[src/verilog/cache_pkg.sv]
package cache_pkg;

   // cache geometry, the tag side only
   localparam int N_WAYS = 4;                   // ways per set
   localparam int NWAY_W = $clog2(N_WAYS);      // bits needed to number a way
   localparam int SET_W  = 3;                   // set index width
   localparam int N_SETS = 1 << SET_W;          // 8 sets
   localparam int TAG_W  = 8;                   // tag width
   localparam int ADDR_W = TAG_W + SET_W;       // request address is {tag, set}

   // replacement policies the replacement block can be built with
   typedef enum logic [1:0]
   {
      POLICY_LRU,                               // true LRU, one counter per way
      POLICY_PLRU_MRU,                          // one MRU bit per way
      POLICY_PLRU_TREE                          // binary tree of direction bits
   } rep_policy_e;

   // the policy the top level builds
   localparam rep_policy_e REP_POLICY = POLICY_LRU;

   // per-set state widths of each policy
   localparam int LRU_STATE_W  = N_WAYS * NWAY_W;   // a counter per way
   localparam int MRU_STATE_W  = N_WAYS;            // a bit per way
   localparam int TREE_STATE_W = N_WAYS - 1;        // one bit per inner tree node

   // the policy memory is sized for the widest policy, so a word fits any of them
   localparam int POLICY_STATE_W =
      (LRU_STATE_W > MRU_STATE_W) ?
         ((LRU_STATE_W > TREE_STATE_W) ? LRU_STATE_W : TREE_STATE_W) :
         ((MRU_STATE_W > TREE_STATE_W) ? MRU_STATE_W : TREE_STATE_W);

endpackage
[src/verilog/way_ctrl_if.sv]
`timescale 1ns/100ps

// link between the tag array and the replacement block
interface way_ctrl_if
   import cache_pkg::*;
();

   logic [SET_W-1:0]  set;              // set of the current access
   logic [N_WAYS-1:0] way_hit;          // one-hot, the way just used (hit or filled)
   logic              update;           // move the policy state of set on the next edge
   logic [N_WAYS-1:0] way_select;       // one-hot victim of set
   logic [NWAY_W-1:0] way_select_bin;   // same victim as a way number

   // the tag array says what was used
   modport tag (output set, way_hit, update, input way_select, way_select_bin);

   // the replacement block answers with the victim
   modport policy (input set, way_hit, update, output way_select, way_select_bin);

endinterface

[src/verilog/cache_tag_unit.sv]
`timescale 1ns/100ps

// tag side of a set-associative cache, a miss is filled in the same cycle
module cache_tag_unit
   import cache_pkg::*;
(
   input  logic              clk,
   input  logic              rst_n,
   input  logic              req,          // access strobe, may be high every cycle
   input  logic [ADDR_W-1:0] addr,
   output logic              resp_valid,   // follows req by one cycle
   output logic              hit,
   output logic [NWAY_W-1:0] way
);

   // set, used way and victim between the two halves
   way_ctrl_if i_way_ctrl ();

   // lookup, fill and response
   tag_array i_tag_array
   (
      .clk        (clk),
      .rst_n      (rst_n),
      .req        (req),
      .addr       (addr),
      .resp_valid (resp_valid),
      .hit        (hit),
      .way        (way),
      .ctrl       (i_way_ctrl.tag)
   );

   // picks the victim and tracks recency per set
   replacement_policy #(
      .POLICY (REP_POLICY)
   ) i_replacement_policy
   (
      .clk   (clk),
      .rst_n (rst_n),
      .ctrl  (i_way_ctrl.policy)
   );

endmodule

[src/verilog/tag_array.sv]
`timescale 1ns/100ps

// tags and valid bits of every way, the parallel compare and the response register
module tag_array
   import cache_pkg::*;
(
   input  logic              clk,
   input  logic              rst_n,
   input  logic              req,          // one-cycle access strobe
   input  logic [ADDR_W-1:0] addr,         // {tag, set}
   output logic              resp_valid,   // one cycle after req
   output logic              hit,
   output logic [NWAY_W-1:0] way,          // hit way, or the way just filled
   way_ctrl_if.tag           ctrl
);

   logic [TAG_W-1:0]  tag_mem [N_SETS][N_WAYS];
   logic [N_WAYS-1:0] valid   [N_SETS];
   logic [TAG_W-1:0]  req_tag;
   logic [SET_W-1:0]  req_set;
   logic [N_WAYS-1:0] match;               // one-hot, tags never repeat inside a set
   logic              hit_any;
   logic [N_WAYS-1:0] used_way;            // matched way on a hit, victim on a miss
   logic [NWAY_W-1:0] used_way_bin;

   assign req_tag = addr[ADDR_W-1 -: TAG_W];
   assign req_set = addr[SET_W-1:0];

   // compare against every way of the set at once
   always_comb
   begin
      for (int w = 0; w < N_WAYS; w++)
         match[w] = valid[req_set][w] && (tag_mem[req_set][w] == req_tag);
   end

   assign hit_any  = |match;
   assign used_way = hit_any ? match : ctrl.way_select;

   onehot_to_bin i_way_bin
   (
      .onehot (used_way),
      .bin    (used_way_bin)
   );

   // the policy moves on every access, hit or fill
   assign ctrl.set     = req_set;
   assign ctrl.way_hit = used_way;
   assign ctrl.update  = req;

   // a miss is filled at once into the victim, so the next access already hits
   always_ff @(posedge clk)
   begin
      if (req && !hit_any)
         tag_mem[req_set][ctrl.way_select_bin] <= req_tag;
   end

   always_ff @(posedge clk)
   begin
      if (!rst_n)
      begin
         for (int s = 0; s < N_SETS; s++)
            valid[s] <= '0;
      end
      else if (req && !hit_any)
      begin
         valid[req_set][ctrl.way_select_bin] <= 1'b1;
      end
   end

   always_ff @(posedge clk)
   begin
      if (!rst_n)
      begin
         resp_valid <= 1'b0;
         hit        <= 1'b0;
      end
      else
      begin
         resp_valid <= req;
         hit        <= req && hit_any;     // low between responses
      end
   end

   // way only means something while resp_valid is high
   always_ff @(posedge clk)
   begin
      if (req)
         way <= used_way_bin;
   end

endmodule

[src/verilog/replacement_policy.sv]
`timescale 1ns/100ps

// per-set replacement state with its update rule and victim decoder
module replacement_policy
   import cache_pkg::*;
#(
   parameter rep_policy_e POLICY = POLICY_LRU  // which of the three policies is built
)
(
   input  logic       clk,
   input  logic       rst_n,
   way_ctrl_if.policy ctrl
);

   logic [POLICY_STATE_W-1:0] state_rd;        // stored state of ctrl.set
   logic [POLICY_STATE_W-1:0] state_wd;        // state after the use named by way_hit
   logic [N_WAYS-1:0]         way_sel;         // one-hot victim of ctrl.set

   policy_mem i_policy_mem
   (
      .clk   (clk),
      .rst_n (rst_n),
      .en    (ctrl.update),
      .set   (ctrl.set),
      .wdata (state_wd),
      .rdata (state_rd)
   );

   generate
      if (POLICY == POLICY_LRU)
      begin : g_lru
         // each way has a counter where 0 is least recently used and the maximum is most recent
         logic [NWAY_W-1:0] lru_cnt [N_WAYS];
         logic [NWAY_W-1:0] used_cnt;           // old counter of the used way

         always_comb
         begin
            used_cnt = '0;
            state_wd = '0;
            // an all-zero word only happens after reset and stands for way i at i
            for (int i = 0; i < N_WAYS; i++)
            begin
               if (|state_rd[LRU_STATE_W-1:0])
                  lru_cnt[i] = state_rd[i*NWAY_W +: NWAY_W];
               else
                  lru_cnt[i] = NWAY_W'(i);
            end
            // pick the used counter out with an OR since way_hit is one-hot
            for (int i = 0; i < N_WAYS; i++)
            begin
               if (ctrl.way_hit[i])
                  used_cnt = used_cnt | lru_cnt[i];
            end
            for (int i = 0; i < N_WAYS; i++)
            begin
               if (ctrl.way_hit[i])
                  state_wd[i*NWAY_W +: NWAY_W] = '1;                 // used way becomes newest
               else if (lru_cnt[i] > used_cnt)
                  state_wd[i*NWAY_W +: NWAY_W] = lru_cnt[i] - 1'b1;  // closes the gap it left
               else
                  state_wd[i*NWAY_W +: NWAY_W] = lru_cnt[i];
               way_sel[i] = (lru_cnt[i] == '0);                     // oldest way is the victim
            end
         end
      end
      else if (POLICY == POLICY_PLRU_MRU)
      begin : g_plru_mru
         logic [MRU_STATE_W-1:0] mru_rd;        // one bit per way, set when used
         logic [MRU_STATE_W-1:0] mru_set;       // bits with the new use added

         assign mru_rd  = state_rd[MRU_STATE_W-1:0];
         assign mru_set = mru_rd | ctrl.way_hit;

         always_comb
         begin
            logic lower_used;                   // every way below the current one has its bit set
            state_wd = '0;
            // once every way has been used the history restarts from the used way
            if (&mru_set)
               state_wd[MRU_STATE_W-1:0] = ctrl.way_hit;
            else
               state_wd[MRU_STATE_W-1:0] = mru_set;
            // the victim is the lowest way with a clear bit and the word is never all ones
            lower_used = 1'b1;
            for (int i = 0; i < N_WAYS; i++)
            begin
               way_sel[i] = ~mru_rd[i] & lower_used;
               lower_used = lower_used & mru_rd[i];
            end
         end
      end
      else
      begin : g_plru_tree
         // node n of the tree (root is 1, children 2n and 2n+1) lives in bit n-1
         // a node bit of 1 points at the upper half, where the next victim is
         logic [TREE_STATE_W-1:0] tree_rd;

         assign tree_rd = state_rd[TREE_STATE_W-1:0];

         always_comb
         begin
            int node;                           // walks from the root down to a leaf
            state_wd = '0;
            state_wd[TREE_STATE_W-1:0] = tree_rd;
            // every node on the path of the used way turns to the other half
            for (int w = 0; w < N_WAYS; w++)
            begin
               if (ctrl.way_hit[w])
               begin
                  for (int l = 0; l < NWAY_W; l++)
                     state_wd[(1 << l) + (w >> (NWAY_W - l)) - 1] =
                        (((w >> (NWAY_W - 1 - l)) & 1) == 0);
               end
            end
            node = 1;
            for (int l = 0; l < NWAY_W; l++)
               node = 2 * node + int'(tree_rd[node-1]);   // follow the pointer down
            for (int w = 0; w < N_WAYS; w++)
               way_sel[w] = (node == N_WAYS + w);          // leaves are N_WAYS + way
         end
      end
   endgenerate

   assign ctrl.way_select = way_sel;

   // the victim number is what the tag array uses as its write way
   onehot_to_bin i_victim_bin
   (
      .onehot (way_sel),
      .bin    (ctrl.way_select_bin)
   );

endmodule

[src/verilog/policy_mem.sv]
`timescale 1ns/100ps

// per-set replacement state, one word per set
module policy_mem
   import cache_pkg::*;
(
   input  logic                      clk,
   input  logic                      rst_n,   // clears every word
   input  logic                      en,      // write wdata into the word of set
   input  logic [SET_W-1:0]          set,     // read and write share the index
   input  logic [POLICY_STATE_W-1:0] wdata,
   output logic [POLICY_STATE_W-1:0] rdata
);

   logic [POLICY_STATE_W-1:0] mem [N_SETS];

   // a zero word is what every policy reads as its starting order
   always_ff @(posedge clk)
   begin
      if (!rst_n)
      begin
         for (int s = 0; s < N_SETS; s++)
            mem[s] <= '0;
      end
      else if (en)
      begin
         mem[set] <= wdata;             // new state is seen by the access one cycle later
      end
   end

   // asynchronous read so the victim is known in the cycle of the request
   assign rdata = mem[set];

endmodule

[src/verilog/onehot_to_bin.sv]
`timescale 1ns/100ps

// turns a one-hot way vector into a way number
module onehot_to_bin
   import cache_pkg::*;
(
   input  logic [N_WAYS-1:0] onehot,    // at most one bit set
   output logic [NWAY_W-1:0] bin        // number of the set bit, zero when none
);

   // each output bit is the OR of the one-hot bits whose index has that bit set
   // so no priority chain is needed as long as the input really is one-hot
   always_comb
   begin
      bin = '0;
      for (int i = 0; i < N_WAYS; i++)
      begin
         if (onehot[i])
            bin = bin | NWAY_W'(i);     // only one term ever contributes
      end
   end

endmodule

[config.mk]
export PLATFORM = sky130hd
export DESIGN_NAME = cache_tag_unit
export DESIGN_NICKNAME = d
export VERILOG_FILES = /design/src/verilog/cache_pkg.sv /design/src/verilog/way_ctrl_if.sv /design/src/verilog/cache_tag_unit.sv /design/src/verilog/tag_array.sv /design/src/verilog/replacement_policy.sv /design/src/verilog/policy_mem.sv /design/src/verilog/onehot_to_bin.sv
export SDC_FILE = /design/constraint.sdc
export NUM_CORES = 1
export LEC_CHECK = 0
export BUFFER_PORTS_ARGS = -buffer_cell sky130_fd_sc_hd__buf_2
export CAP_MARGIN = 20
export CORE_ASPECT_RATIO = 0.8
export CORE_MARGIN = 5
export CORE_UTILIZATION = 54
export DETAILED_ROUTE_END_ITERATION = 12
export HOLD_SLACK_MARGIN = 0.02
export PLACE_DENSITY = 0.7
export SYNTH_ARGS = -nofsm -noshare
export SYNTH_HDL_FRONTEND = slang
export SYNTH_SLANG_ARGS = --single-unit
[constraint.sdc]
create_clock -name clk -period 11.2 [get_ports clk]
set_input_delay 1.12 -clock clk [delete_from_list [all_inputs] [get_ports clk]]
set_output_delay 1.12 -clock clk [all_outputs]
set_load 0.01 [all_outputs]
Word level (Yosys, flattened, before mapping)
Memories as Yosys holds them, arrays and structs flattened.
Index checks and enable logic that the tools add are counted.
{ "totals": {"register_bits": 4, "ramBits": 352, "in_bits": 14, "out_inout_bits": 4, "elab_cells": 84, "mem_count": 3} }
{ "memory_table": {"columns": ["name", "depth", "word_bits", "read_ports", "rd_clocked_by_memory_dff", "wr", "line", "source"], "rows": [
  ["i_tag_array.tag_mem", 8, 32, 1, 0, 1, "tag_array.sv:17", "logic [TAG_W-1:0] tag_mem [N_SETS][N_WAYS];"],
  ["i_replacement_policy.i_policy_mem.mem", 8, 8, 1, 0, 8, "policy_mem.sv:15", "logic [POLICY_STATE_W-1:0] mem [N_SETS];"],
  ["i_tag_array.valid", 8, 4, 1, 0, 8, "tag_array.sv:18", "logic [N_WAYS-1:0] valid [N_SETS];"]
]} }
{ "op_classes": {"addsub": 4, "n_lt_le_gt_ge": 8, "eq_ne": 4, "muxes": 39, "bitwise": 4, "reduce_logical": 18} }
{ "ops": {"columns": ["operator", "n"], "rows": [
  ["2-bit 2-to-1 mux", 18],
  ["8-bit == test", 4],
  ["32-bit 2-to-1 mux", 1],
  ["8-bit demux with 2-bit select", 1],
  ["4-bit 2-to-1 mux", 4],
  ["8-bit 2-to-1 mux", 2],
  ["8-bit OR reduction", 2],
  ["1-bit 2-to-1 mux", 10],
  ["2-bit > comparator", 4],
  ["1-bit logical AND", 8],
  ["2-bit logical NOT", 4],
  ["4-bit OR reduction", 2],
  ["2-bit by 1-bit subtractor with 2-bit output, second input constant", 4],
  ["3-bit 2-to-1 mux", 2],
  ["2-bit OR", 3],
  ["3-bit >= comparator, second input constant", 1],
  ["2-bit by 3-bit less-than comparator with 1-bit output, second input constant", 1],
  ["3-bit by 1-bit less-than comparator with 1-bit output, second input constant", 1],
  ["2-bit NOT with 3-bit output", 1],
  ["1-bit demux with 2-bit select", 1],
  ["2-bit by 1-bit >= comparator with 1-bit output, second input constant", 1],
  ["2-bit OR reduction", 1],
  ["1-bit logical NOT", 1]
]} }

Longest topological paths before layout
Gate-level depths: netlist of run 1.
An unclocked memory read counts as a cell.
{ "logic_depth": {"depth_word": 16, "ltp_mapped": 24, "depth_no_buf": 19} }

Hierarchy
From an unflattened synthesis of run 1, not the netlist that was laid out.
{ "unflattened": {"cells_unflattened": 1037, "area_unflattened_um2": 15615.0} }
{ "by_module_without_submodules": {"columns": ["mod", "instances", "cells_each", "area_each_um2", "seq_area_each_um2"], "rows": [
  ["tag_array", 1, 767, 12071.6, 8428.1],
  ["policy_mem", 1, 199, 3026.7, 1921.8],
  ["replacement_policy", 1, 67, 491.7, 0.0],
  ["onehot_to_bin", 2, 2, 12.5, 0.0]
]} }

Worst setup path after synthesis of run 1
OpenSTA, ideal clock, no wires.
{ "synth_path": {"path_type": "input to register", "from": "input addr[1]", "to": "memory i_replacement_policy.i_policy_mem.mem[0][1] in the netlist's numbering (data pin)", "setup_ps": 271, "arrival_ps": 5938, "required_time_ps": 10929, "path_slack_ps": 4991, "path_stages": 22, "n_path_buf": 5, "path_cell_list": "buf_6 -> buf_6 -> buf_4 -> buf_6 -> buf_2 -> mux2_2 -> a221o_1 -> a222oi_1 -> ha_1 -> and4_1 -> nand4_2 -> and3_1 -> ha_1 -> nor3b_1 -> a22oi_1 -> and4b_1 -> ha_1 -> nor2b_1 -> o21ai_0 -> nor2_1 -> a2111oi_4 -> nor2_1"} }
{ "synth_rtl": {"columns": ["element", "line", "source"], "rows": [
  ["start, declared", "cache_tag_unit.sv:10", "input logic [ADDR_W-1:0] addr,"],
  ["end, declared", "policy_mem.sv:15", null]
]} }

Final worst setup path of run 1
{ "layout_path": {"from": "input addr[1]", "to": "memory i_tag_array.tag_mem[0][9] in the netlist's numbering (enable)"} }
{ "layout_via": {"elab_chain_cells": 13, "elab_cells_between_ends": 32, "cone_classes": "2 x order compare; 4 x eq/ne; 10 x mux; 1 x bitwise; 12 x reduce/logical; 3 x memory"} }
{ "layout_rtl": {"columns": ["element", "line", "source"], "rows": [
  ["memory read 8 x 8 bit", null, null],
  ["8-bit OR reduction", "replacement_policy.sv:43", "if (|state_rd[LRU_STATE_W-1:0])"],
  ["2-bit 2-to-1 mux", "replacement_policy.sv:43", null],
  ["2-bit logical NOT", "replacement_policy.sv:62", "way_sel[i] = (lru_cnt[i] == '0);"],
  ["1-bit 2-to-1 mux", "onehot_to_bin.sv:18", "if (onehot[i])"],
  ["2-bit 2-to-1 mux (2 in a row)", "onehot_to_bin.sv:18", null],
  ["2-bit NOT with 3-bit output (not written as such)", "tag_array.sv:54", "tag_mem[req_set][ctrl.way_select_bin] <= req_tag;"],
  ["3-bit >= comparator (not written as such) or 3-bit by 1-bit less-than comparator with 1-bit output (tied branches)", "tag_array.sv:54", null],
  ["1-bit logical AND (not written as such)", "tag_array.sv:54", null],
  ["8-bit 2-to-1 mux (not written as such)", "tag_array.sv:54", null],
  ["8-bit demux with 2-bit select", "tag_array.sv:54", null],
  ["32-bit 2-to-1 mux (not written as such)", "tag_array.sv:54", null],
  ["end, declared", "tag_array.sv:17", null]
]} }
Parallel ways exist; a longest one is shown, timed or not.

==> results by group, run 1 <==
STA
  • # setup viols final: 0
  • Setup TNS Final: 0 ps
  • Worst Max-Slew Pin Slew: 1010 ps
  • Max-slew violation count: 0
  • Worst relative slew slack: 32.1%
  • Final WS setup: 3970 ps
  • Fin crit share: 64.6%
  • Crit path time final: 7230 ps
  • Unrepaired setup endpoints after global routing: false
  • Final Skew: 16.5 ps
  • Hold_ws: 456 ps
  • F_max: 138 MHz
  • Hold Violations, Final: 0

Clocking
  • H-Tree Depth: 2
  • Clk_lat worst skew: 520 ps
  • Post-cts resize count: 0
  • Clock root buffer: clkbuf_16
  • Clock slew at reported path FFs: 50 ps
  • Post-CTS Repair Setup Buffers: 0
  • CTS tree: done
  • CTS sink cnt: 356
  • Max clock buf depth: 3
  • Hold-fix buffers, CTS: 0
  • CTS buffer count: 36

Power and ir drop
  • P_sw: 689 µW
  • Logic pwr share: 10.9%
  • Sw Share: 23.6%
  • Clk network pwr share: 38.2%
  • IR drop worst, VDD: 0.114 mV
  • Sequential power share: 50.9%
  • Pwr dens: 173 mW/mm²
  • Pint: 2.22 mW
  • Leak: 5.64 nW

Worst setup path
  • Worst setup SP type: input port
  • CP arrival: 7370 ps
  • CP max FO: 61
  • CP Capture Type: flop
  • CP required: 11340 ps
  • CP Class: input port to flop

Logic synthesis
  • Synth Warn #: 0
  • Synth top area cells: edfxtp_1, mux4_2, dfxtp_1
  • Sequential fraction of the synthesis area: 67.3%
  • Synth cell types: 61
  • Mapped Nets: 1011
  • Asr flop ratio synth: 0%
  • Main synth FF type: edfxtp_1
  • Share of the synthesized area in the top cell type: 62.9%
  • Count of state elements after synthesis: 356
  • Number of flops mapped to enable cells by yosys: 322
  • Mapped Area: 0.0154 mm²
  • Synth area leader: edfxtp_1
  • Synth Instances: 984
  • Syn avg cell area: 15.6 µm²

Final layout
  • Register Area: 0.0103 mm²
  • Most frequent cells in the layout: edfxtp_1, nor2_1, nand2_1, mux4_2, mux2i_1
  • Synthesis-to-finish area growth: 9.65%
  • # diodes: 0
  • Layout cells sized above 1: 17.4%
  • Multi-input gate area: 0.00471 mm²
  • Most common cell after layout, fill and taps aside: edfxtp_1
  • Fillers: 2110
  • Final net count: 1031

Routing
  • Final WL: 35700 µm
  • ANT nets after route: 0
  • Initial DRC count: 1150
  • DRC: 0
  • TritonRoute pass-1 iters: 5
  • Wire per inst: 25.5 µm
  • Vias per cell: 6.26
  • Via Count: 8751

Floorplanning
  • Top Ports: 18
  • Die Footprint: 0.0320 mm²
  • Initial Util: 54.5%
  • Overall die width: 199 µm
  • Rows: 55
  • Die Span Y: 161 µm
  • Total core area: 0.0282 mm²

Placed design
  • DP Worst Slack: 3480 ps
  • DP Wirelength: 22200 µm
  • Routability cong.: 0.844
  • Port Buffers: 17

Global route
  • Pin count of the biggest net entering global routing: 66
  • Vias in the first global route: 8499
  • Gr usage total: 22.5%
  • GR Overflow Total: 0
  • Initial antenna violation count: 2
  • First-pass GRT wire length: 54000 µm

Worst hold path
  • Hold Path Class: flop to flop

Run
  • Max Cap Viol: 0

Run status
  • Status: finished clean
-- power by group through the flow --
stage / sequential (mW) / combinational [mW] / clock (mW)
6_report: 1.48 / 0.317 / 1.11
5_1_grt: 1.49 / 0.344 / 1.18
4_1_cts: 1.48 / 0.314 / 1.13
3_5_place_dp: 1.51 / 0.312 / 0
3_3_place_gp: 1.51 / 0.307 / 0
2_1_floorplan: 1.51 / 0.219 / 0
-- critical path, cell delays in order --
cell and delay [ps]:
buf_4 680, buf_4 640, mux2_2 400, a221o_1 340
a222oi_1 480, ha_1 240, and4_1 180, nand4_2 180
nand2_1 210, inv_1 90, ha_1 340, nor3b_1 830
nand4_1 730, nor2_1 820
-- worst paths after layout --
kind | end | start | slack [ps] | depth (start not counted)
worst max-delay path | i_tag_array.tag_mem[0][9] | addr[1] | 3970 | 14
worst max register to register | i_tag_array.tag_mem[0][9] | i_replacement_policy.i_policy_mem.mem[7][0] | 5730 | 12
worst min-delay path | i_tag_array.valid[5][0] | i_tag_array.valid[5][0] | 460 | 2
worst min register to register | i_tag_array.valid[5][0] | i_tag_array.valid[5][0] | 460 | 2
-- cell usage after synthesis (all sizes together) (3+ instances only) --
cell and number:
edfxtp 322, nor2 94, nand2 84, mux4 55, mux2i 45, o21ai 40
buf 38, dfxtp 34, xor2 21, mux2 20, nand3 19, nor3 19
clkbuf 15, a221oi 13, ha 13, nor2b 13, a221o 11, xnor2 11
and2 10, inv 10, o22ai 9, a21oi 8, a22o 7, a22oi 7
nand2b 6, nand4 6, a211oi 5, and3 5, and3b 5, nor3b 5
a21boi 3, a222oi 3, a31oi 3, nand3b 3, nor4 3
-- state kept, by name, indices dropped and copies added (netlist names) --
register,count
i_replacement_policy.i_policy_mem.mem,64
i_tag_array.way,2
i_tag_array.hit,1
i_tag_array.resp_valid,1
i_tag_array.tag_mem,256
i_tag_array.valid,32
-- per-stage QoR --
stage / instances / util (%) / instance area (µm²) / total power [mW]
floorplan: 984 / - / 15400 / 1.73
global placement: 1335 / 55.9 / 15800 / 1.82
detailed placement: 1335 / 55.9 / 15800 / 1.82
CTS: 1396 / 59.7 / 16800 / 2.92
global route: 1397 / 59.8 / 16900 / 3.01
finish: 1397 / 59.8 / 16900 / 2.91
-- cells by family (layout without fill, tap and decap cells) --
family / after synthesis / in the layout / synth area share (%)
adders and majority gates: 13 / 13 / 1.06
buffers and inverters: 63 / 106 / 2.39
DFF: 356 / 356 / 67.3
xor gates and xnor gates: 32 / 32 / 1.82
AOI/OAI and AO/OA: 120 / 120 / 6.26
and+or+nand+nor: 280 / 280 / 8.70
muxes: 120 / 120 / 12.5
-- cell type report --
| cell class | count | area share, % |
|---|---|---|
| tap | 370 | 2.75 |
| inverter | 10 | 0.223 |
| sequential | 356 | 61.4 |
| clock inverter | 8 | 0.371 |
| multi-input combinational | 565 | 27.9 |
| timing repair buffer | 35 | 1.41 |
| clock buffer | 53 | 5.96 |
-- metal layers --
layer | track usage, % | share of wire, %
met5 | 0 | 0.053
met4 | 4.47 | 1.6
met3 | 6.69 | 11
met2 | 31.2 | 43
met1 | 35.7 | 44
No activity file was read; power rests on OpenSTA's default activity.
==> run 2: changes to the inputs <==
==> constraint.sdc (replaced) <==
create_clock -name clk -period 6.85 [get_ports clk]
set_input_delay 0.685 -clock clk [delete_from_list [all_inputs] [get_ports clk]]
set_output_delay 0.685 -clock clk [all_outputs]
set_load 0.01 [all_outputs]
==> results by group, run 2 (same netlist as run 1, synthesis figures left out) <==
Run status
  • Status: finished clean

Worst hold path
  • Hold Crit Depth: 2 (unchanged)
  • Hold Crit Start: i_tag_array.valid[3][0]
  • Worst Hold Path EP: i_tag_array.valid[3][0]
  • Hold Path Class: flop to flop

Floorplanning
  • Initial Util: 54.5% (unchanged)
  • Overall die width: 199 µm (unchanged)
  • Rows: 55 (unchanged)
  • Die Footprint: 0.0320 mm² (unchanged)
  • Total core area: 0.0282 mm² (unchanged)
  • Die Span Y: 161 µm (unchanged)
  • Top Ports: 18 (unchanged)

Routing
  • Final WL: 36300 µm (+1.7%)
  • Vias per cell: 6.28 (+0.28%)
  • Wire per inst: 25.4 µm (-0.66%)
  • Via Count: 8983 (+2.7%)
  • ANT nets after route: 0 (unchanged)
  • TritonRoute pass-1 iters: 7 (+2)
  • DRC: 0 (unchanged)
  • Initial DRC count: 875 (-24%)

Clocking
  • Post-cts resize count: 0 (unchanged)
  • Max clock buf depth: 3 (unchanged)
  • H-Tree Depth: 2 (unchanged)
  • Post-CTS Repair Setup Buffers: 0 (unchanged)
  • Clock root buffer: clkbuf_16
  • Clk_lat worst skew: 530 ps (about the same)
  • Hold-fix buffers, CTS: 0 (unchanged)
  • CTS buffer count: 35 (-2.8%)
  • Clock slew at reported path FFs: 70 ps (+20 ps)
  • CTS tree: done
  • CTS sink cnt: 356 (unchanged)

Placed design
  • Routability cong.: 0.920 (+9.0%)
  • Dpl cells: 1368 (+2.5%)
  • Port Buffers: 17 (unchanged)
  • DP Wirelength: 23900 µm (+7.6%)

Power and ir drop
  • Pwr dens: 281 mW/mm² (+63%)
  • Leak: 5.83 nW (+3.3%)
  • IR drop worst, VDD: 0.227 mV (+99%)

Final layout
  • Largest Register: i_tag_array.tag_mem
  • Max reg flops: 256 (unchanged)
  • Fillers: 2126 (+0.76%)
  • Most frequent cells in the layout: edfxtp_1, nor2_1, nand2_1, mux4_2, buf_4
  • Non-filler cells, final: 1430 (+2.4%)
  • Final net count: 1064 (+3.2%)
  • # diodes: 0 (unchanged)
  • Synthesis-to-finish area growth: 11.2%
  • Most common cell after layout, fill and taps aside: edfxtp_1
  • Top flop regs: i_tag_array.tag_mem (256), i_replacement_policy.i_policy_mem.mem (64), i_tag_array.valid (32)
  • Layout cells sized above 1: 20.0% (+2.6 points)

Worst setup path
  • Worst reg2reg setup slack: 1420 ps (-4310 ps)
  • Slowest CP cell: nor2_1
  • Cell family contributing the most delay on the critical path: simple AND/OR/NAND/NOR gates
  • CP required: 7100 ps (-4240 ps)
  • Worst r2r dst: i_replacement_policy.i_policy_mem.mem[0][1]
  • Worst path depth: 18 (+4)
  • Worst path bufs/invs: 1 (-2)
  • Reg2reg path depth: 17 (+5)
  • Cell breakdown of the critical path: buf_4, nand2b_1, nor2_1, a222oi_1, ha_1, and4_1, nand4_2, and2_1, ha_1, nor2b_1, a31oi_1, and4b_1, ha_1, nor2b_1, o21ai_0, mux2i_1, a211oi_2, nor2_1
  • CP max stage delay: 600 ps (-230 ps)
  • Worst setup SP type: input port
  • CP Class: input port to flop
  • Cell mode on critical path: ha_1
  • CP Capture Type: flop
  • CP arrival: 6200 ps (-1170 ps)
  • CP max FO: 42 (-31%)
  • R2R Path Start: i_replacement_policy.i_policy_mem.mem[5][0]

Global route
  • Initial antenna violation count: 0 (-2)
  • GR Overflow Total: 0 (unchanged)
  • Gr usage total: 23.1% (+0.57 points)
  • Pin count of the biggest net entering global routing: 66 (unchanged)
  • First-pass GRT wire length: 55100 µm (+1.9%)
  • Vias in the first global route: 8761 (+3.1%)

STA
  • Crit path time final: 5950 ps
  • Max-slew violation count: 0 (unchanged)
  • Worst Max-Slew Pin Slew: 1000 ps (-13.4 ps)
  • # setup viols final: 0 (unchanged)
  • Worst relative slew slack: 33.1% (+1.0 points)
  • F_max: 168 MHz
  • Final Skew: 23.6 ps (+7.02 ps)
  • Setup TNS Final: 0 ps (unchanged)
  • Unrepaired setup endpoints after global routing: false
  • Fin crit share: 86.8%
  • Hold Violations, Final: 0 (unchanged)

Run
  • Max Cap Viol: 0 (unchanged)
==> run 2: changes by cell type in the layout (fill, tap and decap cells not counted), sizes merged <==
cell      delta
buf         +33
inv          +1
clkinvlp     +3
clkinv       +5
bufinv       +2
clkbuf      -11
==> run 2: layout make-up <==
type,count,area [µm²],area share (%)
timing repair buffer,69,515,3.01
clock buffer,41,898,5.25
inverter,10,37.5,0.219
multi-input combinational,565,4660,27.3
clock inverter,19,178,1.04
sequential,356,10300,60.5
tap,370,463,2.71
==> run 2: per-layer routing <==
layer	wire length (µm)	vias up	GRT usage [%]
met5	0	-	0
met4	749	0	5.50
met3	3210	65	4.93
met2	16300	407	34.0
met1	16000	4587	35.6
li1	-	3924	-
==> run 2: stage by stage <==
step                      hold WS, ps  total power, mW  util [%]  setup slack [ps]  cell area (µm²)
after floorplan                   420             2.83         -              1080            15400
after global placement            431             2.98      56.7               562            16000
after detailed placement          438             2.99      56.7               595            16000
after CTS                         450             4.82      60.5              1120            17100
after global routing              478             4.97      60.6               624            17100
final                             450             4.81      60.6               901            17100
==> run 2: worst reg2reg max path, delay by kind of cell (launching register included) <==
family / cells / cell delay, ps
AOI/OAI and AO/OA: 5 / 2120
and+or+nand+nor: 8 / 1610
adders and majority gates: 3 / 800
DFF: 1 / 360
muxes: 1 / 280
==> run 2: worst max-delay path by stage <==
| stage | slack (ps) | from | end |
|---|---|---|---|
| after floorplan | 1080 | addr[1] | i_replacement_policy.i_policy_mem.mem[0][1] |
| after global placement | 560 | addr[0] | i_replacement_policy.i_policy_mem.mem[2][1] |
| after detailed placement | 590 | addr[2] | i_replacement_policy.i_policy_mem.mem[0][1] |
| after CTS | 1120 | addr[2] | i_replacement_policy.i_policy_mem.mem[0][1] |
| after global routing | 620 | addr[2] | i_replacement_policy.i_policy_mem.mem[4][7] |
| final | 900 | addr[0] | i_replacement_policy.i_policy_mem.mem[2][7] |
==> run 2: power by group <==
group	total, mW	internal [mW]	switching (mW)
registers	2.42	2.41	0.0111
logic	0.529	0.185	0.345
clock network	1.85	1.05	0.800
total	4.81	3.65	1.16
==> run 3: changes to the inputs <==
--- a/config.mk
+++ b/config.mk
@@ -12,6 +12,7 @@
 export CORE_UTILIZATION = 54
 export DETAILED_ROUTE_END_ITERATION = 12
 export HOLD_SLACK_MARGIN = 0.02
+export MAX_ROUTING_LAYER = met4
 export PLACE_DENSITY = 0.7
 export SYNTH_ARGS = -nofsm -noshare
 export SYNTH_HDL_FRONTEND = slang
==> results by group, run 3 (same netlist as run 1, synthesis figures left out) <==
Power and ir drop
  • Pwr dens: 280 mW/mm² (-0.25%)
  • Design Power: 4.80 mW (-0.25%)
  • IR drop worst, VDD: 0.226 mV (-0.49%)
  • Leak: 5.83 nW (unchanged)

Clocking
  • CTS buffer count: 35 (unchanged)
  • H-Tree Depth: 2 (unchanged)
  • Max clock buf depth: 3 (unchanged)
  • Hold-fix buffers, CTS: 0 (unchanged)
  • Clk_lat worst skew: 530 ps (about the same)
  • Clock slew at reported path FFs: 60 ps (about the same)
  • Clock root buffer: clkbuf_16
  • Post-CTS Repair Setup Buffers: 0 (unchanged)
  • CTS sink cnt: 356 (unchanged)
  • Post-cts resize count: 0 (unchanged)
  • CTS tree: done

STA
  • Fin crit share: 86.0% (-0.82 points)
  • Worst Max-Slew Pin Slew: 993 ps (-7.63 ps)
  • F_max: 170 MHz (+0.95%)
  • Unrepaired setup endpoints after global routing: false
  • Worst relative slew slack: 33.6% (+0.51 points)
  • Final Skew: 25.1 ps (+1.49 ps)
  • Hold_ws: 450 ps (-0.0290 ps)
  • Max-slew violation count: 0 (unchanged)
  • Hold Violations, Final: 0 (unchanged)
  • # setup viols final: 0 (unchanged)
  • Setup TNS Final: 0 ps (unchanged)
  • Crit path time final: 5890 ps (-56.2 ps)

Final layout
  • Layout cells sized above 1: 20.0% (unchanged)
  • Largest Register: i_tag_array.tag_mem
  • Top flop regs: i_tag_array.tag_mem (256), i_replacement_policy.i_policy_mem.mem (64), i_tag_array.valid (32)
  • Final core utilization: 60.6% (unchanged)
  • Most frequent cells in the layout: edfxtp_1, nor2_1, nand2_1, mux4_2, buf_4
  • Synthesis-to-finish area growth: 11.2% (unchanged)
  • Final net count: 1064 (unchanged)
  • Fillers: 2128 (+0.094%)
  • Max reg flops: 256 (unchanged)
  • Non-filler cells, final: 1430 (unchanged)
  • # diodes: 0 (unchanged)
  • Most common cell after layout, fill and taps aside: edfxtp_1

Floorplanning
  • Top Ports: 18 (unchanged)
  • Overall die width: 199 µm (unchanged)
  • Initial Util: 54.5% (unchanged)
  • Die Footprint: 0.0320 mm² (unchanged)
  • Rows: 55 (unchanged)
  • Die Span Y: 161 µm (unchanged)
  • Total core area: 0.0282 mm² (unchanged)

Worst setup path
  • Worst setup SP type: input port
  • CP required: 7090 ps (about the same)
  • Cell mode on critical path: ha_1
  • CP max FO: 42 (unchanged)
  • Cell breakdown of the critical path: buf_4, nand2b_1, nor2_1, a222oi_1, ha_1, and4_1, nand4_2, and2_1, ha_1, nor2b_1, a31oi_1, and4b_1, ha_1, nor2b_1, o21ai_0, mux2i_1, a211oi_2, nor2_1
  • Slowest CP cell: nor2_1
  • Worst path bufs/invs: 1 (unchanged)
  • Cell family contributing the most delay on the critical path: simple AND/OR/NAND/NOR gates
  • Worst reg2reg setup slack: 1440 ps (+20 ps)
  • CP Class: input port to flop
  • CP max stage delay: 580 ps (-20 ps)
  • CP Capture Type: flop
  • CP arrival: 6140 ps (-60 ps)

Global route
  • Vias in the first global route: 8740 (-0.24%)
  • Initial antenna violation count: 0 (unchanged)
  • Pin count of the biggest net entering global routing: 66 (unchanged)
  • Gr usage total: 23.8% (+0.71 points)
  • First-pass GRT wire length: 55100 µm (about the same)
  • GR Overflow Total: 0 (unchanged)

Routing
  • Via Count: 8937 (-0.51%)
  • ANT nets after route: 0 (unchanged)
  • Final WL: 36100 µm (-0.58%)
  • TritonRoute pass-1 iters: 5 (-2)
  • Initial DRC count: 974 (+11%)
  • DRC: 0 (unchanged)
  • Vias per cell: 6.25 (-0.51%)
  • Wire per inst: 25.2 µm (-0.58%)

Placed design
  • DP Wirelength: 23900 µm (unchanged)
  • Dpl cells: 1368 (unchanged)
  • Port Buffers: 17 (unchanged)
  • Routability cong.: 0.938 (+2.0%)

Run status
  • Status: finished clean

Run
  • Max Cap Viol: 0 (unchanged)

Worst hold path
  • Hold Path Class: flop to flop
run 3: cell counts in the layout (fill, tap and decap cells not counted):
Identical to the previous run, type by type.
run 3: final timing paths:
path	from	end	cells after the start
max	addr[0]	i_replacement_policy.i_policy_mem.mem[2][7]	18
min	i_tag_array.valid[3][0]	i_tag_array.valid[3][0]	2
max reg2reg	i_replacement_policy.i_policy_mem.mem[5][0]	i_replacement_policy.i_policy_mem.mem[2][7]	17
min reg2reg	i_tag_array.valid[3][0]	i_tag_array.valid[3][0]	2
run 3: cell type report:
| type | count | area (µm²) | area share [%] |
|---|---|---|---|
| repair buffers | 69 | 515 | 3.01 |
| flip-flops and latches | 356 | 10300 | 60.5 |
| multi-input cells | 565 | 4660 | 27.3 |
| clock buffers | 41 | 898 | 5.25 |
| clock inverters | 19 | 178 | 1.04 |
| inverters | 10 | 37.5 | 0.219 |
| well taps | 370 | 463 | 2.71 |
run 3: tightest hold or removal path, stage by stage, from the launching register on:
cell and delay, ps:
dfxtp_1 320, nand2_1 40, o21ai_0 50
run 3: power breakdown:
group,switching (mW),internal [mW],total (mW),leakage [nW]
registers,0.0111,2.41,2.42,3.26
logic,0.343,0.185,0.528,2.04
clock network,0.790,1.05,1.84,0.523
total,1.14,3.65,4.80,5.83
run 3: routing by layer:
layer,track usage [%],vias up,share of wire [%]
met1,35.8,4562,44
met3,4.84,66,9.1
met4,5.69,0,2.2
met2,33.8,386,45
li1,-,3923,-
met5,-,-,0
run 3: metrics by stage:
stage,setup WS (ps),cell area (µm²)
2_1_floorplan,1080,15400
3_3_place_gp,562,16000
3_5_place_dp,595,16000
4_1_cts,1120,17100
5_1_grt,624,17100
6_report,957,17100
